[config.mk]
export PLATFORM = sky130hd
export DESIGN_NAME = uart_tx
export DESIGN_NICKNAME = d
export VERILOG_FILES = /design/src/usb_demo_pkg.sv /design/src/telemetry_pkg.sv /design/src/uart_tx.sv
export SDC_FILE = /design/constraint.sdc
export NUM_CORES = 1
export LEC_CHECK = 0
export BUFFER_PORTS_ARGS = -buffer_cell sky130_fd_sc_hd__buf_2
export CAP_MARGIN = 20
export CORE_MARGIN = 1.5
export CORE_UTILIZATION = 53
export CTS_CLUSTER_DIAMETER = 80
export DETAILED_ROUTE_END_ITERATION = 7
export MAX_ROUTING_LAYER = met4
export PLACE_DENSITY = 0.72
export RECOVER_POWER = 25
export SYNTH_ARGS = -nofsm -noshare
export SYNTH_HDL_FRONTEND = slang
export SYNTH_SLANG_ARGS = --single-unit
[constraint.sdc]
create_clock -name clock -period 3.3 [get_ports clock]
set_clock_uncertainty 0.1 [all_clocks]
set_input_delay 0.66 -clock clock [delete_from_list [all_inputs] [get_ports clock]]
set_output_delay 0.66 -clock clock [all_outputs]
set_load 0.01 [all_outputs]
[src/usb_demo_pkg.sv]
`default_nettype none

package usb_demo_pkg;

  // Loopback FIFO geometry
  localparam int FIFO_ABITS = 10;
  localparam int FIFO_DEPTH = 1024;

  // Level counter holds 0 to FIFO_DEPTH inclusive
  localparam int LEVEL_BITS = 11;

  // IN endpoint advertises data once more than this many bytes wait
  localparam int IN_READY_MIN = 4;

  // OUT endpoint stops accepting packets near the top of the FIFO,
  // leaving room for one more full-speed packet in flight
  localparam int OUT_READY_LIMIT = 960;

  // SOF counter width
  localparam int FRAME_BITS = 16;

endpackage

`default_nettype wire
[src/telemetry_pkg.sv]
`default_nettype none

package telemetry_pkg;

  // Status record as written by the register block, MSB first
  typedef struct packed {
    logic [usb_demo_pkg::FRAME_BITS-1:0] frame_count;
    logic [usb_demo_pkg::LEVEL_BITS-1:0] fifo_level;
    logic                                configured;
    logic                                crc_latched;
    logic                                timeout_latched;
    logic                                in_ready;
    logic                                out_ready;
  } telemetry_fields_t;

  // Same 32 bits, seen as bytes by the hex formatter
  typedef union packed {
    telemetry_fields_t fields;
    logic [3:0][7:0]   bytes;
  } telemetry_word_t;

  // Clocks per UART bit
  localparam int UART_BIT_CYCLES = 16;

  // Eight hex digits and a newline
  localparam int DUMP_CHARS = 9;

endpackage

`default_nettype wire

[src/uart_tx.sv]
`timescale 1ns/1ns
`default_nettype none

module uart_tx (
  input  wire        clock,
  input  wire        usb_reset,
  input  wire        tx_valid_i,
  input  wire  [7:0] tx_data_i,
  output logic       tx_ready_o,
  output logic       uart_tx_o
);

  import telemetry_pkg::*;

  // Data bits with the stop bit behind them
  logic [8:0] shift_q;
  logic [$clog2(UART_BIT_CYCLES)-1:0] bit_timer_q;
  logic [3:0] bit_cnt_q;
  logic busy_q;
  logic line_q;
  logic bit_end;

  assign bit_end = (bit_timer_q == UART_BIT_CYCLES - 1);

  always_ff @(posedge clock) begin
    if (usb_reset) begin
      busy_q      <= 1'b0;
      line_q      <= 1'b1;
      bit_timer_q <= '0;
      bit_cnt_q   <= '0;
    end else if (!busy_q) begin
      if (tx_valid_i) begin
        // Start bit goes out straight away
        busy_q      <= 1'b1;
        line_q      <= 1'b0;
        shift_q     <= {1'b1, tx_data_i};
        bit_timer_q <= '0;
        bit_cnt_q   <= '0;
      end
    end else begin
      bit_timer_q <= bit_timer_q + 1'b1;
      if (bit_end) begin
        bit_timer_q <= '0;
        if (bit_cnt_q == 4'd9) begin
          // Stop bit done
          busy_q <= 1'b0;
        end else begin
          line_q    <= shift_q[0];
          shift_q   <= {1'b1, shift_q[8:1]};
          bit_cnt_q <= bit_cnt_q + 1'b1;
        end
      end
    end
  end

  assign tx_ready_o = !busy_q;
  assign uart_tx_o  = line_q;

endmodule

`default_nettype wire

==> impl_metrics.xml <==
<?xml version="1.0" encoding="UTF-8"?>
<metrics>
  <group name="critical_path">
    <metric name="cp_cell_sequence" unit="">clkbuf_1, inv_2, buf_2</metric>
    <metric name="r2r.worst_path.cells" unit="">3</metric>
    <metric name="timing.setup.critical_path_class" unit="">flip-flop to primary output</metric>
    <metric name="required" unit="ns">2.54</metric>
    <metric name="critical_path_peak_fanout" unit="">23</metric>
    <metric name="startpoint_kind_of_the_worst_setup_timing_path" unit="">flip-flop</metric>
    <metric name="timing.critical_path.slowest_cell_delay" unit="ns">0.73</metric>
    <metric name="end_kind" unit="">primary output</metric>
    <metric name="timing.critical_path.arrival" unit="ns">1.61</metric>
    <metric name="critPathSlowestCell" unit="">sky130_fd_sc_hd__clkbuf_1</metric>
  </group>
  <group name="global_route">
    <metric name="grt.total_usage" unit="">0.178</metric>
    <metric name="initial_antenna_violation_count" unit="">0</metric>
    <metric name="grt_max_degree" unit="">24</metric>
    <metric name="globalRoute.totalOverflow" unit="">0</metric>
    <metric name="grt_first_pass_wirelength" unit="mm">2.37</metric>
    <metric name="grt_pass1_vias" unit="">574</metric>
  </group>
  <group name="routing">
    <metric name="vias_per_cell" unit="">5.67</metric>
    <metric name="dr.first_iter.drc_count" unit="">6</metric>
    <metric name="detail_route.wirelength" unit="mm">1.38</metric>
    <metric name="met2_routed_wl" unit="µm">631</metric>
    <metric name="num_vias" unit="">595</metric>
    <metric name="antenna_violating_nets_post_route" unit="">0</metric>
    <metric name="drt-wirelength-per-cell" unit="µm">13.2</metric>
    <metric name="drc_violations_left" unit="">0</metric>
    <metric name="met3_wl" unit="µm">39</metric>
    <metric name="met1_length" unit="µm">696</metric>
    <metric name="detailedRoute.firstPassIterationCount" unit="">3</metric>
    <metric name="route.top_layer_used" unit="">met4</metric>
  </group>
  <group name="floorplanning">
    <metric name="fp.coreArea" unit="mm²">0.00151</metric>
    <metric name="floorplan.die.width" unit="µm">43.2</metric>
    <metric name="placement_rows" unit="">14</metric>
    <metric name="floorplan.io_pins" unit="">13</metric>
    <metric name="fp.dieH" unit="µm">43.2</metric>
    <metric name="initial_core_util" unit="">0.568</metric>
    <metric name="fp.dieArea" unit="mm²">0.00186</metric>
  </group>
  <group name="power">
    <metric name="power_per_standard_cell_area" unit="mW/mm²">414</metric>
    <metric name="static-leakage-power" unit="µW">0.000372</metric>
    <metric name="ir_drop" unit="V">0.000246</metric>
  </group>
  <group name="min_path">
    <metric name="worst_hold_path.num_cells" unit="">2</metric>
    <metric name="hold_path_class" unit="">flip-flop to flip-flop</metric>
  </group>
  <group name="synth">
    <metric name="synth_edf_count" unit="">8</metric>
    <metric name="mappedNetlistArea" unit="µm²">856</metric>
    <metric name="async_reset_ff_frac" unit="">0</metric>
    <metric name="postSynthRegisterBits" unit="">18</metric>
    <metric name="ys_dominant_reg_cell" unit="">sky130_fd_sc_hd__dfxtp_1</metric>
    <metric name="synth.net_count" unit="">89</metric>
    <metric name="synthesis.yosys.warnings" unit="">0</metric>
    <metric name="synth.avg_cell_area" unit="µm²">11.4</metric>
    <metric name="ys_seq_area_frac" unit="">0.515</metric>
    <metric name="synth_cell_type_count" unit="">32</metric>
    <metric name="syn-instance-count" unit="">75</metric>
  </group>
  <group name="cells_and_area">
    <metric name="sequential_cell_area" unit="µm²">440</metric>
    <metric name="diodes" unit="">0</metric>
    <metric name="multi_input_area" unit="µm²">385</metric>
    <metric name="share_of_layout_cells_above_drive_strength_1" unit="">0.292</metric>
    <metric name="design.final.nets" unit="">104</metric>
    <metric name="area_growth_syn_to_layout" unit="%">10.7</metric>
    <metric name="postLayoutCellArea" unit="µm²">947</metric>
    <metric name="filler_cell_count" unit="">135</metric>
  </group>
  <group name="cts">
    <metric name="clock_sinks" unit="">18</metric>
    <metric name="cts_tree" unit="">done</metric>
    <metric name="cts_buffers" unit="">3</metric>
    <metric name="post_cts_setup_driven_buffer_insertion_count" unit="">0</metric>
    <metric name="clock_pin_slew_worst_setup_and_hold_paths" unit="ns">0.10</metric>
    <metric name="ctsLongestPathBuffers" unit="">2</metric>
    <metric name="clock_tree.htree_level_count" unit="">1</metric>
    <metric name="ctsRootBufferMaster" unit="">sky130_fd_sc_hd__clkbuf_4</metric>
    <metric name="cts.repair.resized" unit="">0</metric>
    <metric name="cts.hold.buffers_added" unit="">0</metric>
    <metric name="clkLatencyLatePin" unit="ns">0.29</metric>
  </group>
  <group name="placement">
    <metric name="detailed_place_hpwl" unit="µm">953</metric>
    <metric name="portBuffers" unit="">12</metric>
    <metric name="gp_routability_congestion" unit="">0.742</metric>
    <metric name="area_after_dpl" unit="µm²">927</metric>
  </group>
  <group name="timing">
    <metric name="maxSlewHeadroom" unit="">0.359</metric>
    <metric name="worst_margin_pin_slew" unit="ns">0.962</metric>
    <metric name="setup_total_negative_slack" unit="ns">0</metric>
    <metric name="post-route-period-util" unit="">0.719</metric>
    <metric name="fmax" unit="GHz">0.421</metric>
    <metric name="report.final.slew_viol_count" unit="">0</metric>
    <metric name="worst_hold_slack" unit="ns">0.420</metric>
    <metric name="min_period" unit="ns">2.37</metric>
    <metric name="setup_violations" unit="">0</metric>
    <metric name="grt_setup_unrepaired" unit="">false</metric>
    <metric name="timing.final.hold_violations" unit="">0</metric>
  </group>
  <group name="run_status">
    <metric name="run_status" unit="">finished clean</metric>
  </group>
  <group name="run">
    <metric name="timing.max_cap.violations" unit="">0</metric>
  </group>
</metrics>
[worst max-delay path: cells and delay by family (launching register included)]
| kind | cells | cell delay, ns |
|---|---|---|
| buf+inv | 3 | 0.96 |
| flops | 1 | 0.36 |
[cells by family after synthesis]
| kind of cell | Yosys count | share of synthesized area |
|---|---|---|
| AND/OR/NAND/NOR | 28 | 0.206 |
| AO/OA/AOI/OAI | 9 | 0.0614 |
| adder cells (fa/ha/maj) | 3 | 0.0439 |
| flip-flops | 18 | 0.515 |
| buffers and inverters | 6 | 0.0322 |
| multiplexers | 11 | 0.142 |
[routing by layer]
layer | vias up | GRT usage
met5 | - | -
met4 | 0 | 0.115
met3 | 2 | 0.0298
met2 | 12 | 0.254
met1 | 275 | 0.231
li1 | 306 | -
[sequential cells by signal, summed over array words and instances (netlist names)]
name and count:
shift_q 8, bit_cnt_q 4, bit_timer_q 4, busy_q 1, uart_tx_o 1
[placed cells by master (no fill, tap or decap), types with 2 or more instances in the layout]
cell                       count
sky130_fd_sc_hd__buf_2        12
sky130_fd_sc_hd__dfxtp_1      10
sky130_fd_sc_hd__edfxtp_1      8
sky130_fd_sc_hd__mux2_2        7
sky130_fd_sc_hd__nor2_1        6
sky130_fd_sc_hd__a21oi_1       4
sky130_fd_sc_hd__nand3b_1      3
sky130_fd_sc_hd__a31oi_1       3
sky130_fd_sc_hd__ha_1          3
sky130_fd_sc_hd__clkbuf_4      3
sky130_fd_sc_hd__inv_1         2
sky130_fd_sc_hd__nor2b_1       2
sky130_fd_sc_hd__mux2_1        2
sky130_fd_sc_hd__nor3b_1       2
sky130_fd_sc_hd__mux2i_1       2
sky130_fd_sc_hd__and4_1        2
sky130_fd_sc_hd__nand4b_1      2
sky130_fd_sc_hd__nand2_1       2
[power by group]
part           switching (µW)  internal, µW
Clock                    67.3          43.9
Combinational            19.2          17.8
Sequential               2.92           241
[worst paths after layout]
path | from | to | slack, ns
worst max register to register | busy_q$_SDFF_PP0_ | shift_q[3]$_DFFE_PP_ | 1.18
worst min register to register | bit_cnt_q[2]$_SDFFE_PP0P_ | bit_cnt_q[2]$_SDFFE_PP0P_ | 0.42
worst max-delay path | busy_q$_SDFF_PP0_ | tx_ready_o | 0.93
worst min-delay path | bit_cnt_q[2]$_SDFFE_PP0P_ | bit_cnt_q[2]$_SDFFE_PP0P_ | 0.42
[synthesized netlist by cell type (2+ instances only)]
library cell	n	share of area
sky130_fd_sc_hd__nand4b_1	2	0.020
sky130_fd_sc_hd__nor2_1	5	0.022
sky130_fd_sc_hd__edfxtp_1	8	0.28
sky130_fd_sc_hd__nor3b_1	2	0.018
sky130_fd_sc_hd__nand3b_1	3	0.026
sky130_fd_sc_hd__nand2_1	2	0.0088
sky130_fd_sc_hd__nor2b_1	2	0.015
sky130_fd_sc_hd__dfxtp_1	10	0.23
sky130_fd_sc_hd__mux2_1	2	0.026
sky130_fd_sc_hd__ha_1	3	0.044
sky130_fd_sc_hd__a21oi_1	4	0.023
sky130_fd_sc_hd__inv_1	2	0.0088
sky130_fd_sc_hd__a31oi_1	3	0.022
sky130_fd_sc_hd__mux2i_1	2	0.023
sky130_fd_sc_hd__mux2_2	7	0.092
sky130_fd_sc_hd__and4_1	2	0.020
[per-stage QoR]
stage | std cells | setup WS, ns | total power [µW] | util
CTS | 105 | 1.18 | 398 | 0.633
detailed placement | 101 | 1.20 | 288 | 0.615
finish | 105 | 0.927 | 393 | 0.629
floorplan | 75 | 1.45 | 275 | -
global placement | 101 | 1.26 | 287 | 0.615
global route | 105 | 0.793 | 408 | 0.629
[cell type report]
type	instances	area share
flip-flops and latches	18	0.465
clock inverters	1	0.00396
clock buffers	3	0.0238
well taps	16	0.0211
multi-input cells	51	0.407
repair buffers	13	0.0674
inverters	3	0.0119
(Power assumes the default switching activity.)
