===== config.mk =====
export PLATFORM = sky130hd
export DESIGN_NAME = hex_dump
export DESIGN_NICKNAME = d
export VERILOG_FILES = /design/src/usb_demo_pkg.sv /design/src/telemetry_pkg.sv /design/src/hex_dump.sv
export SDC_FILE = /design/constraint.sdc
export NUM_CORES = 1
export LEC_CHECK = 0
export ABC_AREA = 0
export BUFFER_PORTS_ARGS = -buffer_cell sky130_fd_sc_hd__buf_2
export CAP_MARGIN = 10
export CORE_ASPECT_RATIO = 0.6
export CORE_UTILIZATION = 51
export DETAILED_ROUTE_END_ITERATION = 7
export GPL_TIMING_DRIVEN = 0
export MAX_ROUTING_LAYER = met4
export PLACE_DENSITY = 0.78
export SETUP_SLACK_MARGIN = 0.15
export SYNTH_ARGS = -nofsm -noshare
export SYNTH_HDL_FRONTEND = slang
export SYNTH_SLANG_ARGS = --single-unit

===== constraint.sdc =====
create_clock -name clock -period 3.9 [get_ports clock]
set_clock_uncertainty 0.15 [all_clocks]
set_input_delay 0 -clock clock [delete_from_list [all_inputs] [get_ports clock]]
set_output_delay 0 -clock clock [all_outputs]
set_load 0.03 [all_outputs]

===== src/usb_demo_pkg.sv =====
`default_nettype none

package usb_demo_pkg;

  // Loopback FIFO geometry
  localparam int FIFO_ABITS = 10;
  localparam int FIFO_DEPTH = 1024;

  // Level counter holds 0 to FIFO_DEPTH inclusive
  localparam int LEVEL_BITS = 11;

  // IN endpoint advertises data once more than this many bytes wait
  localparam int IN_READY_MIN = 4;

  // OUT endpoint stops accepting packets near the top of the FIFO,
  // leaving room for one more full-speed packet in flight
  localparam int OUT_READY_LIMIT = 960;

  // SOF counter width
  localparam int FRAME_BITS = 16;

endpackage

`default_nettype wire

===== src/telemetry_pkg.sv =====
`default_nettype none

package telemetry_pkg;

  // Status record as written by the register block, MSB first
  typedef struct packed {
    logic [usb_demo_pkg::FRAME_BITS-1:0] frame_count;
    logic [usb_demo_pkg::LEVEL_BITS-1:0] fifo_level;
    logic                                configured;
    logic                                crc_latched;
    logic                                timeout_latched;
    logic                                in_ready;
    logic                                out_ready;
  } telemetry_fields_t;

  // Same 32 bits, seen as bytes by the hex formatter
  typedef union packed {
    telemetry_fields_t fields;
    logic [3:0][7:0]   bytes;
  } telemetry_word_t;

  // Clocks per UART bit
  localparam int UART_BIT_CYCLES = 16;

  // Eight hex digits and a newline
  localparam int DUMP_CHARS = 9;

endpackage

`default_nettype wire


===== src/hex_dump.sv =====
`timescale 1ns/1ns
`default_nettype none

module hex_dump (
  input  wire                             clock,
  input  wire                             usb_reset,
  input  wire                             send_i,
  input  wire telemetry_pkg::telemetry_word_t record_i,
  output logic                            dumping_o,
  output logic                            tx_valid_o,
  output logic [7:0]                      tx_data_o,
  input  wire                             tx_ready_i
);

  import telemetry_pkg::*;

  telemetry_word_t snapshot_q;
  logic busy_q;
  logic [$clog2(DUMP_CHARS)-1:0] char_cnt_q;

  logic [1:0] byte_idx;
  logic [7:0] cur_byte;
  logic [3:0] nibble;
  logic last_char;
  logic tx_fire;

  // ASCII upper-case hex digit
  function automatic logic [7:0] hex_char(input logic [3:0] value);
    logic [7:0] base;
    base = (value < 4'd10) ? 8'h30 : 8'h37;
    return base + {4'h0, value};
  endfunction

  // Two characters per byte, most significant byte first
  assign byte_idx = 2'd3 - char_cnt_q[2:1];
  assign cur_byte = snapshot_q.bytes[byte_idx];
  assign nibble   = char_cnt_q[0] ? cur_byte[3:0] : cur_byte[7:4];

  assign last_char = (char_cnt_q == DUMP_CHARS - 1);
  assign tx_fire   = busy_q && tx_ready_i;

  // Snapshot is plain payload, only loaded on capture
  always_ff @(posedge clock) begin
    if (!busy_q && send_i) begin
      snapshot_q <= record_i;
    end
  end

  always_ff @(posedge clock) begin
    if (usb_reset) begin
      busy_q     <= 1'b0;
      char_cnt_q <= '0;
    end else if (!busy_q) begin
      if (send_i) begin
        busy_q     <= 1'b1;
        char_cnt_q <= '0;
      end
    end else if (tx_fire) begin
      if (last_char) begin
        busy_q <= 1'b0;
      end else begin
        char_cnt_q <= char_cnt_q + 1'b1;
      end
    end
  end

  assign dumping_o  = busy_q;
  assign tx_valid_o = busy_q;

  // Newline closes each record
  assign tx_data_o = last_char ? 8'h0A : hex_char(nibble);

endmodule

`default_nettype wire


==> results of run 1 <==
## repair_timing
action,in CTS,in global routing
endpoints found under the setup margin,0,0
hold buffers,34,0
hold endpoints to repair,37,0
## stage by stage
stage | power (W) | instances | hold WS (ns) | area [sq um]
after CTS | 0.000941 | 231 | 0.0369 | 2420
after floorplan | 0.000551 | 103 | -0.0776 | 1690
final | 0.000945 | 231 | 0.0450 | 2420
after global placement | 0.000589 | 189 | 0.0265 | 1960
after global routing | 0.000980 | 231 | 0.0622 | 2420
after detailed placement | 0.000595 | 189 | 0.0281 | 1970
## routing by layer
layer	wire, um	global-route usage (%)	vias up	share of wire (%)
li1	-	-	562	-
met1	1560	27.4	581	43
met2	1870	40.5	49	51
met3	187	7.33	7	5.1
met4	46	8.46	0	1.3
met5	0	-	-	0
## worst min path at each step
stage                             from              to  slack, ns
final                       tx_ready_i   char_cnt_q[3]       0.05
after CTS                   tx_ready_i   char_cnt_q[3]       0.04
after detailed placement  record_i[31]  snapshot_q[31]       0.03
after global placement    record_i[28]  snapshot_q[28]       0.03
after global routing        tx_ready_i   char_cnt_q[3]       0.06
after floorplan              usb_reset   char_cnt_q[0]      -0.08
## layout by cell type, fill, tap and decap left out, types with 4 or more instances in the layout
cell type,instances
a21oi_1,6
buf_2,45
clkbuf_8,5
dfxtp_1,5
dlygate4sd3_1,34
edfxtp_1,32
ha_1,4
mux4_1,6
nand2_1,8
nor2_1,7
nor3_1,5
## Yosys cell counts
library cell  count  area [sq um]
conb_1            1          3.75
xor2_1            1          8.76
nand2b_1          1          6.26
buf_6             1          11.3
mux2i_2           1          13.8
o22ai_1           1          6.26
buf_4             2          15.0
nor2b_1           1          6.26
a21o_1            1          7.51
nand3_1           1          5.00
dfxtp_1           5           100
mux4_1            6           158
o21ai_1           1          5.00
nor2_1            7          26.3
mux4_2            2          45.0
inv_1             2          7.51
and2_1            2          12.5
fa_1              1          20.0
and3b_1           2          17.5
nor2b_2           1          8.76
mux2_4            1          15.0
xnor2_1           1          8.76
nor3_1            5          25.0
edfxtp_1         32           961
ha_1              4          50.1
a21oi_1           6          30.0
nor3_2            1          10.0
nand2_1           8          30.0
o21a_1            1          7.51
buf_2             1          5.00
mux2i_4           1          22.5
clkinv_16         1          30.0
nand3b_1          1          7.51
## flip-flops by register name (all words and copies together), names as in the netlist
| register | count |
|---|---|
| char_cnt_q | 4 |
| dumping_o | 1 |
| snapshot_q | 32 |
## cell families (layout without fill, tap and decap cells)
kind of cell	Yosys count	after routing	share of synthesized area [%]
buffers and inverters	7	93	4.08
adders and majority gates	5	5	4.15
AOI/OAI and AO/OA	10	10	3.34
DFF	37	37	62.9
and+or+nand+nor	30	30	9.20
xor gates and xnor gates	2	2	1.04
muxes	11	11	15.1
other	1	1	0.222
## power by group through the flow
| stage | logic [W] | registers [W] | clock network [W] |
|---|---|---|---|
| 3_5_place_dp | 0.000124 | 0.000471 | 0 |
| 5_1_grt | 0.000164 | 0.000464 | 0.000352 |
| 4_1_cts | 0.000150 | 0.000462 | 0.000329 |
| 2_1_floorplan | 0.0000815 | 0.000470 | 0 |
| 3_3_place_gp | 0.000119 | 0.000470 | 0 |
| 6_report | 0.000152 | 0.000462 | 0.000330 |
## cell type report
cell class              count  area, sq um  share of cell area [%]
well taps                  42         52.6                    2.17
clock buffers               6         72.6                    3.00
inverters                   3         37.5                    1.55
clock inverters             2         38.8                    1.60
flip-flops and latches     37         1060                    43.9
repair buffers             78          561                    23.2
multi-input cells          59          564                    23.3
plain buffers               4         31.3                    1.29
## worst max-delay path, stage by stage (launching register included)
cell and delay, ns:
dfxtp_1 0.36, buf_6 0.18, mux4_1 0.60, mux2i_2 0.34
a21oi_1 0.22, ha_1 0.29, fa_1 0.41, nand2_1 0.08
a21oi_1 0.08, and2_1 0.18, buf_2 0.17
==> flow_summary.json, run 1 <==
{
  "internal_power_w": 0.000718,
  "cts_tree": "built",
  "initial_core_util_pct": 56.2,
  "grt_pass1_vias": 1155,
  "dr.first_iter.drc_count": 61,
  "ctsLongestPathBuffers": 2,
  "ys_types": 33,
  "p_seq_share_pct": 48.9,
  "grt_util_all_layers_pct": 23.7,
  "startpoint": "char_cnt_q[1]",
  "timing.reg2reg.setup_slack_ns": 1.55,
  "rsz0062_at_grt": "false",
  "swShare_pct": 23.9,
  "ir_worst_vdd_v": 0.000227,
  "period_share_pct": 85.5,
  "netlist_instances": 103,
  "gp_congestion": 0.751,
  "worst_pin_slew_ns": 0.959,
  "timing.final.hold_violations": 0,
  "area_growth_pct": 43.4,
  "setup_ws_ns": 0.564,
  "clockRootBuffer": "clkbuf_8",
  "clockPowerShare_pct": 35.0,
  "crit_fanout": 10,
  "cts_htree_levels": 2,
  "grt_max_degree": 37,
  "dp_worst_setup_slack_ns": 0.909,
  "reg2reg_depth": 7,
  "dr.pass1.iters": 4,
  "antenna_cells": 0,
  "yosys_warnings": 0,
  "antenna_left": 0,
  "syn_avg_cell_area_sq_um": 16.4,
  "clk_pin_slew_ns": 0.07,
  "overflow": 0,
  "setup_violations": 0,
  "power.density_mw_per_mm2": 391,
  "die_w_um": 76.2,
  "grt_pass1_wl_um": 5600,
  "setup_tns_ns": 0,
  "worstSetupStartpointType": "flip-flop",
  "num_rows": 15,
  "r2r-end": "char_cnt_q[2]",
  "post-route-min-period_ns": 3.34,
  "core-area_sq_mm": 0.00300,
  "endpoint": "tx_data_o[6]",
  "p_leak_nw": 0.978,
  "p_sw_w": 0.000226,
  "cts_buffers": 5,
  "syn-num-nets": 144,
  "io_buffers": 44,
  "ys_ff_latch": 37,
  "cp_data_arrival_time_ns": 3.19,
  "finalMaxSlewViolations": 0,
  "fin_util_pct": 80.5,
  "drv_cap": 0,
  "max_freq_mhz": 300,
  "clock_sink_count": 37,
  "fillers": 169,
  "die_y_um": 46.5,
  "path_class": "reg2out",
  "wl_per_cell_um": 15.8,
  "status": "finished, final reports clean",
  "relSlewSlack_pct": 35.9,
  "viasPerCell": 5.19,
  "vias": 1199,
  "combPwrFrac_pct": 16.1,
  "fin_nets": 229,
  "crit_path_end_kind": "primary output",
  "drive_gt1_share_pct": 33.9,
  "clk_latency_ns": 0.28,
  "holdCritPathClass": "in2reg",
  "pin_count": 46,
  "dieArea_sq_mm": 0.00355,
  "hold-path-cell-count": 5,
  "cts_setup_buffers": 0,
  "drc": 0,
  "rr_startpoint": "char_cnt_q[0]",
  "cts-resized-gates": 0,
  "synthesis.area_sq_mm": 0.00169,
  "ys_seq_area_share_pct": 62.9,
  "dp_hpwl_um": 2060,
  "required_ns": 3.75,
  "antenna_found_initial": 0,
  "routed_wl_um": 3660
}
(Power assumes the default switching activity.)
==> run 2: changes to the inputs <==
--- a/config.mk
+++ b/config.mk
@@ -14,6 +14,7 @@
 export GPL_TIMING_DRIVEN = 0
 export MAX_ROUTING_LAYER = met4
 export PLACE_DENSITY = 0.78
+export RECOVER_POWER = 50
 export SETUP_SLACK_MARGIN = 0.15
 export SYNTH_ARGS = -nofsm -noshare
 export SYNTH_HDL_FRONTEND = slang
==> run 2 against run 1 <==
  * The flow now finishes with violations (capacitance limit, slew limit)
  * Global-route usage unchanged
  * Die area unchanged
  * Non-clock buffer count unchanged
  * Power decreased by 0.14%
  * Setup slack improved by 0.0026 ns
  * Clock power about the same
  * Flip-flop and latch count unchanged
  * Critical path depth unchanged
  * Routed wire length decreased by 0.14%
  * Sequential power about the same
  * Design area decreased by 0.47%
  * Hold slack got worse by 0.0073 ns
  * Largest cell class unchanged
==> flow_summary.json, run 2 (same netlist as run 1, synthesis figures left out) <==
{
  "area_growth_pct": 42.7,
  "die_w_um": 76.2,
  "power.density_mw_per_mm2": 392,
  "crit_path_end_kind": "primary output",
  "finalMaxSlewViolations": 37,
  "max_freq_mhz": 300,
  "cts_tree": "built",
  "num_rows": 15,
  "grt_pass1_wl_um": 5600,
  "dr.first_iter.drc_count": 62,
  "worst_pin_slew_ns": 2.87,
  "routed_wl_um": 3650,
  "fin_area_sq_mm": 0.00241,
  "met2_usage_pct": 40.5,
  "fin_nets": 229,
  "ir_worst_vdd_v": 0.000227,
  "final_cell_mix": "buf_2, dlygate4sd3_1, edfxtp_1",
  "wl_per_cell_um": 15.8,
  "dr.pass1.iters": 4,
  "post-route-min-period_ns": 3.33,
  "cts_buffers": 5,
  "setup_violations": 0,
  "largest-register": "snapshot_q",
  "fillers": 174,
  "core-area_sq_mm": 0.00300,
  "busiest_layer": "met2",
  "grt.met3_usage_pct": 7.33,
  "holdCritPathClass": "in2reg",
  "setup_tns_ns": 0,
  "clk_pin_slew_ns": 0.07,
  "grt_max_degree": 37,
  "status": "finished with violations",
  "final_common_cell": "buf_2",
  "antenna_cells": 0,
  "drive_gt1_share_pct": 31.7,
  "violations": "capacitance limit, slew limit",
  "timing.final.hold_violations": 0,
  "p_leak_nw": 0.964,
  "dp_worst_setup_slack_ns": 0.909,
  "antenna_left": 0,
  "clk_latency_ns": 0.28,
  "antenna_found_initial": 0,
  "dieArea_sq_mm": 0.00355,
  "rsz0062_at_grt": "false",
  "initial_core_util_pct": 56.2,
  "gp_congestion": 0.751,
  "grt_pass1_vias": 1155,
  "fin_util_pct": 80.2,
  "die_y_um": 46.5,
  "viasPerCell": 5.16,
  "io_buffers": 44,
  "clockRootBuffer": "clkbuf_8",
  "clock_sink_count": 37,
  "cts_htree_levels": 2,
  "timing.reg2reg.setup_slack_ns": 0.72,
  "setup_ws_ns": 0.567,
  "drc": 0,
  "period_share_pct": 85.5,
  "required_ns": 3.75,
  "vias": 1193,
  "use_met1_pct": 27.4,
  "largest_reg_flops": 32,
  "place_area_sq_mm": 0.00197,
  "ctsLongestPathBuffers": 2,
  "cp_data_arrival_time_ns": 3.18,
  "drv_cap": 1,
  "overflow": 0,
  "crit_fanout": 10,
  "dp_hpwl_um": 2060,
  "pin_count": 46,
  "relSlewSlack_pct": -91.4,
  "path_class": "reg2out",
  "grt_util_all_layers_pct": 23.7,
  "whs_ns": 0.0377,
  "worstSetupStartpointType": "flip-flop"
}
## run 2: changes by cell type in the layout (fill, tap and decap cells not counted)
cell	change
buf_2	-3
nor2b_1	+1
clkbuf_1	+3
nor2b_4	-1
## run 2: worst paths after layout
check / cells after the start / to / startpoint
max reg2reg: 4 / char_cnt_q[0] / dumping_o
max: 10 / tx_data_o[6] / char_cnt_q[1]
min: 5 / char_cnt_q[3] / tx_ready_i
min reg2reg: 2 / char_cnt_q[3] / char_cnt_q[3]
## run 2: routing by layer
metal / share of wire (%) / vias up
met5: 0 / -
met4: 1.2 / 0
met3: 5.7 / 7
met2: 51 / 50
met1: 42 / 574
li1: - / 562
## run 2: layout make-up
cell class	count	area (sq um)	share of cell area, %
sequential	37	1060	44.1
multi-input combinational	59	557	23.1
timing repair buffer	78	557	23.1
clock buffer	6	72.6	3.01
tap	42	52.6	2.18
clock inverter	2	38.8	1.61
inverter	3	37.5	1.56
buffer	4	31.3	1.30
## run 2: power breakdown
part | switching [W] | internal [W]
combinational | 0.0000792 | 0.0000715
sequential | 0.00000796 | 0.000455
clock | 0.000138 | 0.000192
## run 2: stage by stage
| step | std cells | power, W |
|---|---|---|
| floorplan | 103 | 0.000551 |
| global placement | 189 | 0.000589 |
| detailed placement | 189 | 0.000595 |
| CTS | 231 | 0.000941 |
| global route | 231 | 0.000979 |
| finish | 231 | 0.000943 |
## run 2: what timing repair did
| item | 4_1_cts | 5_1_grt |
|---|---|---|
| hold buffers | 34 | 0 |
| gates resized for setup | 0 | 0 |
| buffers inserted | 0 | 0 |
| endpoints found under the hold margin | 37 | 0 |
## run 2: critical path, cell delays in order, from the launching register on
cell,delay [ns]
dfxtp_1,0.36
buf_6,0.18
mux4_1,0.60
mux2i_2,0.35
a21oi_1,0.22
ha_1,0.29
fa_1,0.41
nand2_1,0.08
a21oi_1,0.07
and2_1,0.18
buf_2,0.17
==> run 3: changes to the inputs <==
--- a/config.mk
+++ b/config.mk
@@ -6,16 +6,17 @@
 export NUM_CORES = 1
 export LEC_CHECK = 0
 export ABC_AREA = 0
-export BUFFER_PORTS_ARGS = -buffer_cell sky130_fd_sc_hd__buf_2
 export CAP_MARGIN = 10
 export CORE_ASPECT_RATIO = 0.6
 export CORE_UTILIZATION = 51
 export DETAILED_ROUTE_END_ITERATION = 7
+export DONT_BUFFER_PORTS = 1
 export GPL_TIMING_DRIVEN = 0
 export MAX_ROUTING_LAYER = met4
-export PLACE_DENSITY = 0.78
+export PLACE_DENSITY_LB_ADDON = 0.05
 export RECOVER_POWER = 50
 export SETUP_SLACK_MARGIN = 0.15
+export SKIP_LAST_GASP = 1
 export SYNTH_ARGS = -nofsm -noshare
 export SYNTH_HDL_FRONTEND = slang
 export SYNTH_SLANG_ARGS = --single-unit
==> run 3 against run 2 <==
  * Highest routed layer unchanged
  * Non-clock buffer count is 43 lower
  * Hold slack better by 0.15 ns
  * Clock-buffer cell count stayed put
  * The flow still finishes with violations (capacitance limit, slew limit)
  * Global-route usage is 3.7 points lower
  * Via count is 16% lower
==> flow_summary.json, run 3 (same netlist as run 1, synthesis figures left out) <==
{
  "wl_met1_um": 1360,
  "top_layer_used": "met4",
  "timing.final.hold_violations": 0,
  "p_seq_share_pct": 55.2,
  "core-area_sq_mm": 0.00300,
  "drive_gt1_share_pct": 12.3,
  "p_total_w": 0.000841,
  "max_freq_mhz": 294,
  "power.density_mw_per_mm2": 387,
  "cts_tree": "built",
  "met2_wirelength_um": 1310,
  "die_w_um": 76.2,
  "grt_pass1_vias": 995,
  "fillers": 210,
  "cts_setup_buffers": 0,
  "cp_slowest_cell": "mux4_1",
  "viasPerCell": 5.34,
  "drv_cap": 1,
  "antenna_found_initial": 0,
  "grt_pass1_wl_um": 4770,
  "io_buffers": 0,
  "ir_worst_vdd_v": 0.000269,
  "holdCritPathClass": "in2reg",
  "gp_congestion": 0.782,
  "post-route-min-period_ns": 3.40,
  "clk_latency_ns": 0.28,
  "dp_worst_setup_slack_ns": 0.814,
  "num_rows": 15,
  "rsz0062_at_grt": "false",
  "dieArea_sq_mm": 0.00355,
  "crit_path_end_kind": "primary output",
  "vias": 1004,
  "setup_tns_ns": 0,
  "cp_common_cell": "a21oi_1",
  "status": "finished with violations",
  "clockRootBuffer": "clkbuf_8",
  "combPwrFrac_pct": 14.4,
  "fin_nets": 186,
  "clk_pin_slew_ns": 0.07,
  "clock_sink_count": 37,
  "overflow": 0,
  "p_sw_w": 0.000209,
  "cts_htree_levels": 2,
  "dr.pass1.iters": 5,
  "worst_pin_slew_ns": 2.88,
  "slowest_delay_ns": 0.60,
  "largest-register": "snapshot_q",
  "crit_family": "multiplexers",
  "clockPowerShare_pct": 30.4,
  "critical_path.cell_chain": "buf_6 > mux4_1 > mux2i_2 > a21oi_1 > ha_1 > fa_1 > nand2_1 > a21oi_1 > nor2_1",
  "period_share_pct": 87.2,
  "finalMaxSlewViolations": 37,
  "dr.first_iter.drc_count": 15,
  "seq_area_sq_mm": 0.00106,
  "grt_max_degree": 37,
  "largest_reg_flops": 32,
  "path_class": "reg2out",
  "setup_violations": 0,
  "ctsLongestPathBuffers": 2,
  "drc": 0,
  "setup_ws_ns": 0.498,
  "internal_power_w": 0.000632,
  "violations": "capacitance limit, slew limit",
  "multi_input_area_sq_um": 557,
  "dp_hpwl_um": 1850,
  "area_growth_pct": 28.9,
  "antenna_cells": 0,
  "p_leak_nw": 0.781,
  "antenna_left": 0,
  "path_buf_inv": 1,
  "final_cell_mix": "dlygate4sd3_1, edfxtp_1, nand2_1",
  "relSlewSlack_pct": -92.6,
  "initial_core_util_pct": 56.2,
  "grt_util_all_layers_pct": 19.9,
  "die_y_um": 46.5,
  "worstSetupStartpointType": "flip-flop",
  "routed_wl_um": 2930,
  "cts_buffers": 5,
  "crit_fanout": 10,
  "met3_length_um": 241,
  "final_common_cell": "dlygate4sd3_1",
  "swShare_pct": 24.8,
  "wl_per_cell_um": 15.6,
  "pin_count": 46,
  "required_ns": 3.75,
  "whs_ns": 0.184,
  "cp_data_arrival_time_ns": 3.25
}
==> run 3: final timing paths <==
check                startpoint             to  slack, ns  depth (start not counted)
setup / recovery  char_cnt_q[1]   tx_data_o[4]       0.50                          9
hold / removal      record_i[3]  snapshot_q[3]       0.18                          1
setup reg to reg      dumping_o  char_cnt_q[0]       0.64                          4
hold reg to reg   char_cnt_q[3]  char_cnt_q[3]       0.41                          2
==> run 3: timing repair <==
action	4_1_cts	5_1_grt
resized for setup	0	0
hold buffers	35	0
endpoints found under the hold margin	37	0
==> run 3: worst register-to-register path, stage by stage (launching register included) <==
cell     delay, ns
dfxtp_1       0.44
nor2b_1       2.18
nor3_1        0.10
a21oi_1       0.22
nor2_1        0.06
==> run 3: power by group through the flow <==
stage	clock network [W]	logic, W	registers (W)
finish	0.000256	0.000121	0.000464
CTS	0.000263	0.000122	0.000463
global placement	0	0.0000913	0.000471
global route	0.000281	0.000130	0.000466
floorplan	0	0.0000815	0.000470
detailed placement	0	0.0000938	0.000472
==> run 3: per-stage QoR <==
step / cells / util (%) / cell area, sq um
after detailed placement: 145 / 58.2 / 1750
final: 188 / 72.4 / 2170
after global placement: 145 / 57.9 / 1740
after global routing: 188 / 72.4 / 2170
after CTS: 188 / 72.8 / 2180
after floorplan: 103 / - / 1690
==> run 3: layout make-up <==
| cell class | instances | share of cell area, % |
|---|---|---|
| Clock buffer | 6 | 3.34 |
| Tap cell | 42 | 2.42 |
| Timing Repair Buffer | 35 | 16.1 |
| Buffer | 4 | 1.27 |
| Clock inverter | 2 | 0.691 |
| Inverter | 3 | 1.73 |
| Multi-Input combinational cell | 59 | 25.6 |
| Sequential cell | 37 | 48.8 |
==> run 3: per-layer routing <==
| layer | track usage, % | vias to the layer above |
|---|---|---|
| met2 | 31.4 | 50 |
| met5 | - | - |
| met4 | 5.77 | 0 |
| li1 | - | 478 |
| met1 | 24.5 | 472 |
| met3 | 7.72 | 4 |
