==> src/usb_demo_pkg.sv <==
`default_nettype none

package usb_demo_pkg;

  // Loopback FIFO geometry
  localparam int FIFO_ABITS = 10;
  localparam int FIFO_DEPTH = 1024;

  // Level counter holds 0 to FIFO_DEPTH inclusive
  localparam int LEVEL_BITS = 11;

  // IN endpoint advertises data once more than this many bytes wait
  localparam int IN_READY_MIN = 4;

  // OUT endpoint stops accepting packets near the top of the FIFO,
  // leaving room for one more full-speed packet in flight
  localparam int OUT_READY_LIMIT = 960;

  // SOF counter width
  localparam int FRAME_BITS = 16;

endpackage

`default_nettype wire
==> src/telemetry_pkg.sv <==
`default_nettype none

package telemetry_pkg;

  // Status record as written by the register block, MSB first
  typedef struct packed {
    logic [usb_demo_pkg::FRAME_BITS-1:0] frame_count;
    logic [usb_demo_pkg::LEVEL_BITS-1:0] fifo_level;
    logic                                configured;
    logic                                crc_latched;
    logic                                timeout_latched;
    logic                                in_ready;
    logic                                out_ready;
  } telemetry_fields_t;

  // Same 32 bits, seen as bytes by the hex formatter
  typedef union packed {
    telemetry_fields_t fields;
    logic [3:0][7:0]   bytes;
  } telemetry_word_t;

  // Clocks per UART bit
  localparam int UART_BIT_CYCLES = 16;

  // Eight hex digits and a newline
  localparam int DUMP_CHARS = 9;

endpackage

`default_nettype wire

==> src/endpoint_status.sv <==
`timescale 1ns/1ns
`default_nettype none

module endpoint_status (
  input  wire                                   clock,
  input  wire                                   usb_reset,
  input  wire                                   configured_i,
  input  wire  [usb_demo_pkg::LEVEL_BITS-1:0]   level_i,
  input  wire                                   crc_error_i,
  input  wire                                   timeout_i,
  input  wire                                   sof_i,
  output logic                                  blk_in_ready_o,
  output logic                                  blk_out_ready_o,
  output logic [3:0]                            leds_o,
  output telemetry_pkg::telemetry_word_t        record_o
);

  import usb_demo_pkg::*;

  logic configured_q;
  logic in_ready_q;
  logic out_ready_q;
  logic crc_latched_q;
  logic timeout_latched_q;
  logic sof_q;
  logic [FRAME_BITS-1:0] frame_count_q;

  always_ff @(posedge clock) begin
    if (usb_reset) begin
      configured_q      <= 1'b0;
      in_ready_q        <= 1'b0;
      out_ready_q       <= 1'b0;
      crc_latched_q     <= 1'b0;
      timeout_latched_q <= 1'b0;
      sof_q             <= 1'b0;
      frame_count_q     <= '0;
    end else begin
      configured_q <= configured_i;

      // Readiness follows the FIFO level one cycle late
      in_ready_q  <= configured_i && (level_i > IN_READY_MIN);
      out_ready_q <= configured_i && (level_i < OUT_READY_LIMIT);

      // Sticky until the next bus reset
      if (crc_error_i) crc_latched_q <= 1'b1;
      if (timeout_i) timeout_latched_q <= 1'b1;

      // Count rising edges of the SOF strobe
      sof_q <= sof_i;
      if (sof_i && !sof_q) begin
        frame_count_q <= frame_count_q + 1'b1;
      end
    end
  end

  assign blk_in_ready_o  = in_ready_q;
  assign blk_out_ready_o = out_ready_q;

  assign leds_o = {crc_latched_q, timeout_latched_q, in_ready_q, configured_q};

  always_comb begin
    record_o.fields.frame_count     = frame_count_q;
    record_o.fields.fifo_level      = level_i;
    record_o.fields.configured      = configured_q;
    record_o.fields.crc_latched     = crc_latched_q;
    record_o.fields.timeout_latched = timeout_latched_q;
    record_o.fields.in_ready        = in_ready_q;
    record_o.fields.out_ready       = out_ready_q;
  end

endmodule

`default_nettype wire

==> config.mk <==
export PLATFORM = sky130hd
export DESIGN_NAME = endpoint_status
export DESIGN_NICKNAME = d
export VERILOG_FILES = /design/src/usb_demo_pkg.sv /design/src/telemetry_pkg.sv /design/src/endpoint_status.sv
export SDC_FILE = /design/constraint.sdc
export NUM_CORES = 1
export LEC_CHECK = 0
export BUFFER_PORTS_ARGS = -buffer_cell sky130_fd_sc_hd__buf_2
export CAP_MARGIN = 20
export CORE_ASPECT_RATIO = 1.75
export CORE_UTILIZATION = 44
export DETAILED_ROUTE_END_ITERATION = 16
export PLACE_DENSITY = 0.78
export SLEW_MARGIN = 20
export SYNTH_ARGS = -nofsm -noshare
export SYNTH_HDL_FRONTEND = slang
export SYNTH_SLANG_ARGS = --single-unit
==> constraint.sdc <==
create_clock -name clock -period 1.8 [get_ports clock]
set_clock_uncertainty 0.1 [all_clocks]
set_input_delay 0.27 -clock clock [delete_from_list [all_inputs] [get_ports clock]]
set_output_delay 0.27 -clock clock [all_outputs]
set_load 0.1 [all_outputs]
==> run_results.csv, run 1 <==
group,metric,value,unit
die,core_area,0.00230,mm2
critical_path,critPathArrivalTime,1.74,ns
die,initial_core_util,47.2,%
synthesis,yosys.cell_types.count,33,
layout,final_common_cell,"buf_2",
pwr,cellPowerDensity,853,mW/mm2
clock_network,insertion_delay,0.26,ns
layout,final_cells,178,
job,maxCapViolCount,0,
sta,setup_tns,0,ns
pwr,p_seq_share,44.4,%
critical_path,crit_path_start_kind,"flop",
sta,fmax,606,MHz
critical_path,cp.required,1.89,ns
route,routed-wl-met2,1100,um
synthesis,yosysSeqAreaShare,40.5,%
clock_network,post_cts_resized,0,
pwr,p_sw_share,38.2,%
pwr,power_frac_clock,27.6,%
synthesis,yosys.area.top_type,"dfxtp_1",
critical_path,path_class,"reg -> reg",
clock_network,cts_tree,"built",
layout,drive_gt1_share,51.6,%
synthesis,synth_area,0.00109,mm2
layout,syn2layout_area_growth,20.0,%
synthesis,synth.top_cells.by_area,"dfxtp_1 41%, buf_4 14%, xor2_1 8.1%",
clock_network,htreeDepth,1,
pwr,p_comb_share,28.0,%
synthesis,syn_inst,118,
route,met1_length,816,um
route,drc_errors,0,
sta,relSlewSlack,67.5,%
placed_design,port_buffers,54,
sta,hold_violations,0,
sta,worstMarginPinSlew,0.490,ns
layout,seq_area,487,um2
route,wire_per_inst,11.5,um
die,ios,55,
route,via_per_inst,5.03,
layout,final_cell_mix,"54 x buf_2, 17 x nor2_1, 11 x dfxtp_4",
critical_path,worstPathMaxFanout,5,
global_routing,antenna_found_initial,0,
route,drt_first_pass_iters,3,
die,die_x,39.6,um
layout,nNetsFinal,172,
route,routed_wl,2050,um
placed_design,placed_cells,174,
run_status,status,"completed",
route,ant_nets,0,
synthesis,ys_seq_elements,22,
layout,fill_cells,220,
clock_network,cts_buffers,3,
critical_path,crit_path_end_kind,"flop",
placed_design,place.gp.congestion,0.848,
die,rows,23,
pwr,switching_power,0.000426,W
clock_network,cts_hold_buf,0,
clock_network,clkSlewWorstSetupHoldPaths,0.07,ns
sta,slew_violations,0,
global_routing,grt_pass1_vias,824,
global_routing,grt_util_all_layers,17.8,%
route,topRoutingLayerUsed,"met4",
sta,finalSetupViolations,0,
hold_path,hp-class,"in -> reg",
pwr,leakagePower,0.647,nW
synthesis,yosysWarningCount,0,
clock_network,cts.sinks,22,
sta,post-route-period-util,91.7,%
sta,fin_crit,1.65,ns
layout,diodes,0,
clock_network,cts_root_buffer,"clkbuf_8",
synthesis,synth_top_area_share,40.5,%
clock_network,clockBufferDepth,2,
placed_design,dp_hpwl,1630,um
route,dr_wl_met3,86,um
global_routing,grt_max_degree,22,
synthesis,syn-num-nets,136,
die,dieArea,0.00268,mm2
clock_network,post_cts_buffers,0,
die,die_y,67.8,um
global_routing,grt_pass1_wl,3390,um
layout,multi_input_area,460,um2
route,drt_iter0_drc,20,
synthesis,synth.avg_cell_area,9.21,um2
sta,rsz0062_at_grt,"no",
pwr,internal_power,0.000688,W
route,vias,895,
pwr,vdd_drop_max,0.887,mV
global_routing,grt_overflow,0,
## layout make-up
cell class	instances	share of cell area, %
clock buffers	4	3.45
inverters	1	0.288
multi-input cells	71	35.3
flip-flops and latches	22	37.3
well taps	25	2.40
repair buffers	55	21.3
## flip-flops by register name, indices dropped and copies added, names as in the netlist
signal,flops
configured_q,1
crc_latched_q,1
sof_q,1
timeout_latched_q,1
blk_in_ready_o,1
frame_count_q,16
blk_out_ready_o,1
## layer usage
layer  up-vias  track usage, %
met1       404            19.8
met4         0            8.62
met2        29            31.4
met3         6            2.30
met5         -               0
li1        456               -
## power by group through the flow
stage	registers, W	logic [W]	clock network (W)
global route	0.000497	0.000321	0.000330
CTS	0.000494	0.000314	0.000314
floorplan	0.000552	0.000248	0
global placement	0.000504	0.000310	0
detailed placement	0.000506	0.000313	0
finish	0.000494	0.000312	0.000308
## cell usage after synthesis
master and n:
nand3_1 2, nand2b_1 1, a21oi_1 2, or2_2 1, or3_2 1, ha_1 1
and3_1 1, dfxtp_1 22, or4_1 1, nand2_1 4, nand3b_1 1, o21ai_0 3
and4b_1 2, and2_1 1, buf_4 20, nor2_1 17, and4_1 3, and2_2 1
inv_1 1, nand4_4 1, and3_2 2, mux2i_1 1, a31oi_1 1, nand4_1 6
xor2_1 10, buf_6 1, clkbuf_8 1, o31ai_1 1, xnor2_1 2, nor4_1 2
nor2b_1 2, nor3_1 1, clkbuf_1 2
## through the flow
stage | hold slack, ns | area (um2) | util, % | setup slack [ns] | power, W
after global routing | 0.0890 | 1310 | 56.7 | 0.0291 | 0.00115
after floorplan | 0.248 | 1130 | - | 0.0174 | 0.000800
after global placement | 0.362 | 1260 | 54.7 | 0.219 | 0.000814
final | 0.0980 | 1310 | 56.7 | 0.150 | 0.00111
after CTS | 0.0951 | 1310 | 56.7 | 0.142 | 0.00112
after detailed placement | 0.367 | 1260 | 54.7 | 0.144 | 0.000819
## cell families after synthesis
logic type | Yosys count | share of synthesized area (%)
mux | 1 | 0.921
fa+ha+maj | 1 | 1.15
buf+inv | 25 | 17.1
xor+xnor | 12 | 9.67
flops | 22 | 40.5
compound gates | 7 | 3.57
simple gates | 50 | 27.0
## worst max-delay path, cell delays in order (launching register included)
cell	delay, ns
dfxtp_1	0.33
and4b_1	0.35
nand2_1	0.15
or4_1	0.51
a21oi_1	0.14
## worst paths after layout
kind / to / slack (ns) / start / cells after the start
setup reg to reg: frame_count_q[15] / 0.15 / sof_q / 4
hold / removal: blk_out_ready_o / 0.1 / level_i[10] / 2
setup / recovery: frame_count_q[15] / 0.15 / sof_q / 4
hold reg to reg: frame_count_q[15] / 0.38 / frame_count_q[15] / 2
(Power assumes the default switching activity.)
==> run 2: changes to the inputs <==
--- a/config.mk
+++ b/config.mk
@@ -5,12 +5,13 @@
 export SDC_FILE = /design/constraint.sdc
 export NUM_CORES = 1
 export LEC_CHECK = 0
+export ABC_AREA = 1
 export BUFFER_PORTS_ARGS = -buffer_cell sky130_fd_sc_hd__buf_2
 export CAP_MARGIN = 20
 export CORE_ASPECT_RATIO = 1.75
-export CORE_UTILIZATION = 44
+export CORE_UTILIZATION = 46
 export DETAILED_ROUTE_END_ITERATION = 16
-export PLACE_DENSITY = 0.78
+export PLACE_DENSITY = 0.79
 export SLEW_MARGIN = 20
 export SYNTH_ARGS = -nofsm -noshare
 export SYNTH_HDL_FRONTEND = slang
==> run 2 against run 1 <==
Net effect: hold slack lost 0.017 ns; synthesized area grew 8.5%; utilization grew 2.5 points; final cell count grew 31%; fmax grew 11%; via count grew 26%; first-iteration DRC count grew 35%; sequential share of layout area shrank 4.6 points; sequential cell count is the same; count of clock-buffer cells in the layout is the same; highest routed layer unchanged.
==> run_results.csv, run 2 <==
group,metric,value,unit
route,wire_per_inst,10.1,um
critical_path,path_class,"reg -> out",
run_status,status,"completed",
synthesis,yosysMostFrequentCell,"nor2_1",
layout,nNetsFinal,228,
clock_network,cts.sinks,22,
sta,setup_tns,0,ns
synthesis,synth_edf_count,0,
die,rows,23,
critical_path,reg2regPathDepth,6,
die,core_area,0.00236,mm2
layout,final_common_cell,"buf_2",
clock_network,cts_buffers,3,
critical_path,worst-path-stages,1,
layout,syn2layout_area_growth,18.5,%
route,routed_wl,2370,um
die,die_x,40.3,um
critical_path,path_buf_inv,1,
placed_design,dp_hpwl,1850,um
pwr,leakagePower,0.698,nW
synthesis,ys_seq_elements,22,
critical_path,cp-startpoint,"frame_count_q[14]",
critical_path,cp.required,1.43,ns
die,initial_core_util,50.0,%
critical_path,crit_path_end_kind,"output port",
placed_design,pre_cts_slack,0.451,ns
pwr,cellPowerDensity,848,mW/mm2
critical_path,r2r-end,"frame_count_q[8]",
synthesis,yosysWarningCount,0,
clock_network,clockBufferDepth,2,
synthesis,synthTopCellsByCount,"34 x nor2_1, 33 x nand2_1, 22 x dfxtp_1, 20 x buf_4, 20 x inv_1",
layout,largest_reg_flops,16,
route,drt_iter0_drc,27,
layout,final_area,0.00140,mm2
die,ios,55,
synthesis,yosys.cell_types.count,21,
clock_network,post_cts_buffers,0,
route,vias,1131,
sta,post-route-period-util,82.7,%
die,dieArea,0.00278,mm2
route,ant_nets,0,
synthesis,syn-num-nets,190,
clock_network,cts_root_buffer,"clkbuf_8",
clock_network,clkSlewWorstSetupHoldPaths,0.08,ns
global_routing,grt_overflow,0,
placed_design,port_buffers,54,
synthesis,synthArstFlopShare,0,%
sta,fmax,672,MHz
critical_path,cp_cell_sequence,"buf_2",
critical_path,cp_slowest_cell,"buf_2",
critical_path,endpoint,"record_o[30]",
layout,final_cell_mix,"54 x buf_2, 34 x nor2_1, 33 x nand2_1",
global_routing,grt_pass1_vias,964,
critical_path,critPathArrivalTime,1.12,ns
synthesis,synth.top_cells.by_area,"dfxtp_1 37%, buf_4 13%, nor2_1 11%",
clock_network,htreeDepth,1,
layout,largest-register,"frame_count_q",
hold_path,hp-class,"in -> reg",
sta,fin_crit,1.49,ns
layout,fill_cells,252,
clock_network,cts_tree,"built",
critical_path,crit_path_start_kind,"flop",
critical_path,slowest_delay,0.45,ns
layout,drive_gt1_share,39.7,%
critical_path,r2r-start,"frame_count_q[1]",
clock_network,insertion_delay,0.27,ns
global_routing,grt_util_all_layers,19.4,%
synthesis,syn_inst,172,
die,die_y,69.0,um
synthesis,yosys.area.top_type,"dfxtp_1",
pwr,vdd_drop_max,0.551,mV
synthesis,synth_top_area_share,37.3,%
sta,rsz0062_at_grt,"no",
placed_design,place.gp.congestion,0.779,
sta,finalSetupViolations,0,
synthesis,synth_area,0.00118,mm2
route,via_per_inst,4.83,
layout,diodes,0,
global_routing,grt_pass1_wl,3680,um
sta,worstMarginPinSlew,0.491,ns
sta,slew_violations,0,
clock_network,cts_hold_buf,0,
clock_network,post_cts_resized,0,
route,drc_errors,0,
route,drt_first_pass_iters,5,
synthesis,ys.flop_type,"dfxtp_1",
global_routing,antenna_found_initial,0,
global_routing,grt_max_degree,17,
job,maxCapViolCount,0,
sta,relSlewSlack,67.5,%
synthesis,yosysSeqAreaShare,37.3,%
placed_design,placed_area,0.00134,mm2
sta,setup_ws,0.312,ns
critical_path,worstPathMaxFanout,4,
critical_path,r2r_setup_slack,0.45,ns
critical_path,cp_top_family,"buffers and inverters",
synthesis,synth.avg_cell_area,6.86,um2
sta,hold_violations,0,
## run 2: kinds of logic (layout without fill, tap and decap cells)
| kind of cell | after synthesis | in the layout | synth area share (%) |
|---|---|---|---|
| compound gates | 20 | 20 | 9.44 |
| fa+ha+maj | 1 | 1 | 1.06 |
| buf+inv | 43 | 80 | 20.1 |
| flops | 22 | 22 | 37.3 |
| simple gates | 86 | 86 | 32.0 |
## run 2: per-layer routing
layer  GRT usage, %  up-vias  routed length [um]
li1               -      588                   -
met1           18.1      504                 887
met2           35.5       34                1270
met3           4.81        5                 147
met4           11.3        0                  60
met5              0        -                   0
## run 2: worst min-delay path by stage
stage | from | to | cells after the start
3_5_place_dp | level_i[10] | blk_out_ready_o | 2
3_3_place_gp | frame_count_q[3] | frame_count_q[3] | 1
4_1_cts | level_i[10] | blk_out_ready_o | 2
6_report | level_i[10] | blk_out_ready_o | 2
2_1_floorplan | usb_reset | frame_count_q[2] | 1
5_1_grt | level_i[10] | blk_out_ready_o | 2
## run 2: final cells by class
| class | instances | area [um2] | area share (%) |
|---|---|---|---|
| multi-input combinational | 107 | 502 | 35.9 |
| sequential | 22 | 457 | 32.7 |
| inverter | 22 | 82.6 | 5.91 |
| timing repair buffer | 54 | 270 | 19.3 |
| tap | 25 | 31.3 | 2.24 |
| clock buffer | 4 | 55.1 | 3.94 |
## run 2: power by group
group,total [W],internal [W],switching [W]
Combinational,0.000319,0.0000458,0.000274
Clock,0.000359,0.000195,0.000163
Sequential,0.000507,0.000499,0.00000770
## run 2: per-stage QoR
stage	hold WS, ns	total power, W	utilization, %	std cells
6_report	0.0807	0.00119	59.2	234
5_1_grt	0.0784	0.00123	59.2	234
4_1_cts	0.0732	0.00120	59.2	234
3_5_place_dp	0.365	0.000839	56.9	230
3_3_place_gp	0.357	0.000837	56.9	230
2_1_floorplan	0.239	0.000817	-	172
==> run 3: changes to the inputs <==
--- a/config.mk
+++ b/config.mk
@@ -5,13 +5,13 @@
 export SDC_FILE = /design/constraint.sdc
 export NUM_CORES = 1
 export LEC_CHECK = 0
-export ABC_AREA = 1
+export ABC_AREA = 0
 export BUFFER_PORTS_ARGS = -buffer_cell sky130_fd_sc_hd__buf_2
 export CAP_MARGIN = 20
 export CORE_ASPECT_RATIO = 1.75
-export CORE_UTILIZATION = 46
+export CORE_UTILIZATION = 44
 export DETAILED_ROUTE_END_ITERATION = 16
-export PLACE_DENSITY = 0.79
+export PLACE_DENSITY = 0.78
 export SLEW_MARGIN = 20
 export SYNTH_ARGS = -nofsm -noshare
 export SYNTH_HDL_FRONTEND = slang
==> constraint.sdc (replaced) <==
create_clock -name clock -period 1.48 [get_ports clock]
set_clock_uncertainty 0.1 [all_clocks]
set_input_delay 0.222 -clock clock [delete_from_list [all_inputs] [get_ports clock]]
set_output_delay 0.222 -clock clock [all_outputs]
set_load 0.1 [all_outputs]
==> run 3 against run 2 <==
Net effect: clock power increased by 3%; die area is 3.5% lower; sequential share of layout area grew 0.54 points; first-iteration DRC count decreased by 30%; via count is 14% lower; critical path depth up 1; total power increased by 14%; final cell count decreased by 17%; sequential power up 18%; final area grew 6.2%; critical path type unchanged.
==> run_results.csv, run 3 (synthesis results as in run 1) <==
group,metric,value,unit
placed_design,dp_hpwl,1790,um
sta,slew_violations,0,
layout,final_common_cell,"buf_2",
pwr,internal_power,0.000838,W
layout,largest_reg_flops,16,
sta,post-route-period-util,98.8,%
clock_network,clockBufferDepth,2,
critical_path,slowest_delay,0.41,ns
critical_path,cp_cell_sequence,"buf_4 > buf_2",
critical_path,r2r-end,"frame_count_q[15]",
layout,final_cell_mix,"52 x buf_2, 17 x nor2_1, 17 x buf_4",
layout,final_util,64.5,%
die,initial_core_util,47.2,%
sta,rsz0062_at_grt,"yes",
route,ant_nets,0,
die,core_area,0.00230,mm2
run_status,status,"completed",
clock_network,clkSlewWorstSetupHoldPaths,0.08,ns
route,vias,975,
hold_path,min_from,"level_i[10]",
global_routing,grt_util_all_layers,20.2,%
layout,syn2layout_area_growth,36.5,%
pwr,switching_power,0.000516,W
global_routing,grt_pass1_vias,921,
global_routing,grt_overflow,0,
clock_network,cts_tree,"built",
pwr,leakagePower,0.736,nW
route,via_per_inst,5.03,
critical_path,cp_slowest_cell,"buf_2",
sta,hold_violations,0,
critical_path,worstPathMaxFanout,3,
layout,largest-register,"frame_count_q",
clock_network,cts_buffers,3,
hold_path,hp-class,"in -> reg",
layout,nNetsFinal,188,
sta,relSlewSlack,67.1,%
die,dieArea,0.00268,mm2
critical_path,path_class,"reg -> out",
clock_network,cts_root_buffer,"clkbuf_8",
sta,fin_crit,1.46,ns
sta,finalSetupViolations,0,
critical_path,critPathArrivalTime,1.14,ns
clock_network,htreeDepth,1,
die,die_y,67.8,um
pwr,p_seq_share,44.3,%
hold_path,whs_endpoint,"blk_out_ready_o",
critical_path,crit_path_start_kind,"flop",
pwr,p_sw_share,38.1,%
global_routing,antenna_found_initial,0,
layout,drive_gt1_share,61.5,%
sta,worstMarginPinSlew,0.497,ns
pwr,vdd_drop_max,0.643,mV
global_routing,grt_pass1_wl,3880,um
hold_path,hold_depth,2,
pwr,cellPowerDensity,913,mW/mm2
placed_design,place.gp.congestion,0.765,
critical_path,r2r-start,"frame_count_q[5]",
sta,fmax,684,MHz
critical_path,r2r_setup_slack,0.03,ns
route,wire_per_inst,12.6,um
global_routing,grt_max_degree,22,
die,die_x,39.6,um
clock_network,cts.sinks,22,
placed_design,port_buffers,54,
critical_path,cp-startpoint,"frame_count_q[5]",
pwr,power_frac_clock,27.4,%
route,drt_iter0_drc,19,
die,rows,23,
route,drt_first_pass_iters,4,
critical_path,crit_path_end_kind,"output port",
job,maxCapViolCount,0,
layout,diodes,0,
pwr,p_comb_share,28.4,%
critical_path,cp.required,1.16,ns
die,ios,55,
route,drc_errors,0,
critical_path,reg2regPathDepth,4,
route,routed_wl,2440,um
sta,setup_tns,0,ns
clock_network,insertion_delay,0.26,ns
==> run 3: cell types whose count changed in the layout (fill, tap and decap cells not counted), moves of 5 or more <==
cell     previous run  this run
inv_1              20         1
a21oi_1             8         1
dfxtp_2            13         6
nor2_1             34        17
o21ai_0             8         3
dfxtp_4             0        12
dfxtp_1             9         4
xor2_1              0        10
buf_4               0        17
nand2_1            33         3
==> run 3: critical path: cells and delay by family, from the launching register on <==
family	cells	cell delay (ns)
buffers and inverters	2	0.52
DFF	1	0.36
==> run 3: what timing repair did <==
item | in CTS | in global routing
endpoints found under the setup margin | 2 | 6
endpoints found under the hold margin | 0 | 0
gates resized for setup | 3 | 3
buffers inserted | 4 | 8
hold buffers | 0 | 0
pin swaps | 3 | 7
==> run 3: how the worst max path moves through the flow <==
stage / endpoint / slack, ns / cells after the start
floorplan: frame_count_q[15] / -0.25 / 4
global placement: frame_count_q[13] / 0.05 / 4
detailed placement: frame_count_q[15] / 0.02 / 4
CTS: frame_count_q[13] / 0.008 / 4
global route: frame_count_q[15] / -0.03 / 4
finish: record_o[21] / 0.02 / 2
==> run 3: per-stage QoR <==
step / area, um2 / setup slack (ns) / std cells / hold slack, ns / total power (W)
4_1_cts: 1410 / 0.00844 / 186 / 0.0488 / 0.00136
3_3_place_gp: 1330 / 0.0508 / 178 / 0.307 / 0.000989
6_report: 1480 / 0.0180 / 194 / 0.0494 / 0.00135
3_5_place_dp: 1330 / 0.0211 / 178 / 0.316 / 0.000996
5_1_grt: 1480 / -0.0300 / 194 / 0.0685 / 0.00140
2_1_floorplan: 1140 / -0.250 / 118 / 0.192 / 0.000972
==> run 3: power by group through the flow <==
stage | Sequential [W] | Clock [W] | Combinational [W]
after floorplan | 0.000671 | 0 | 0.000302
after global placement | 0.000612 | 0 | 0.000377
after detailed placement | 0.000614 | 0 | 0.000383
after CTS | 0.000600 | 0.000377 | 0.000386
after global routing | 0.000602 | 0.000399 | 0.000396
final | 0.000599 | 0.000371 | 0.000384
==> run 3: cell type report <==
class / count / area, um2
Inverter: 1 / 3.75
Timing Repair Buffer: 71 / 428
Multi-Input combinational cell: 71 / 483
Sequential cell: 22 / 493
Clock buffer: 4 / 45.0
Fill cell: 210 / 818
Tap cell: 25 / 31.3
==> run 3: per-layer routing <==
metal  global-route usage [%]  up-vias  routed length, um
li1                         -      484                  -
met4                     7.33        0                 31
met5                        0        -                  0
met3                     2.96        4                 63
met1                     22.1      465                951
met2                     36.9       22               1390
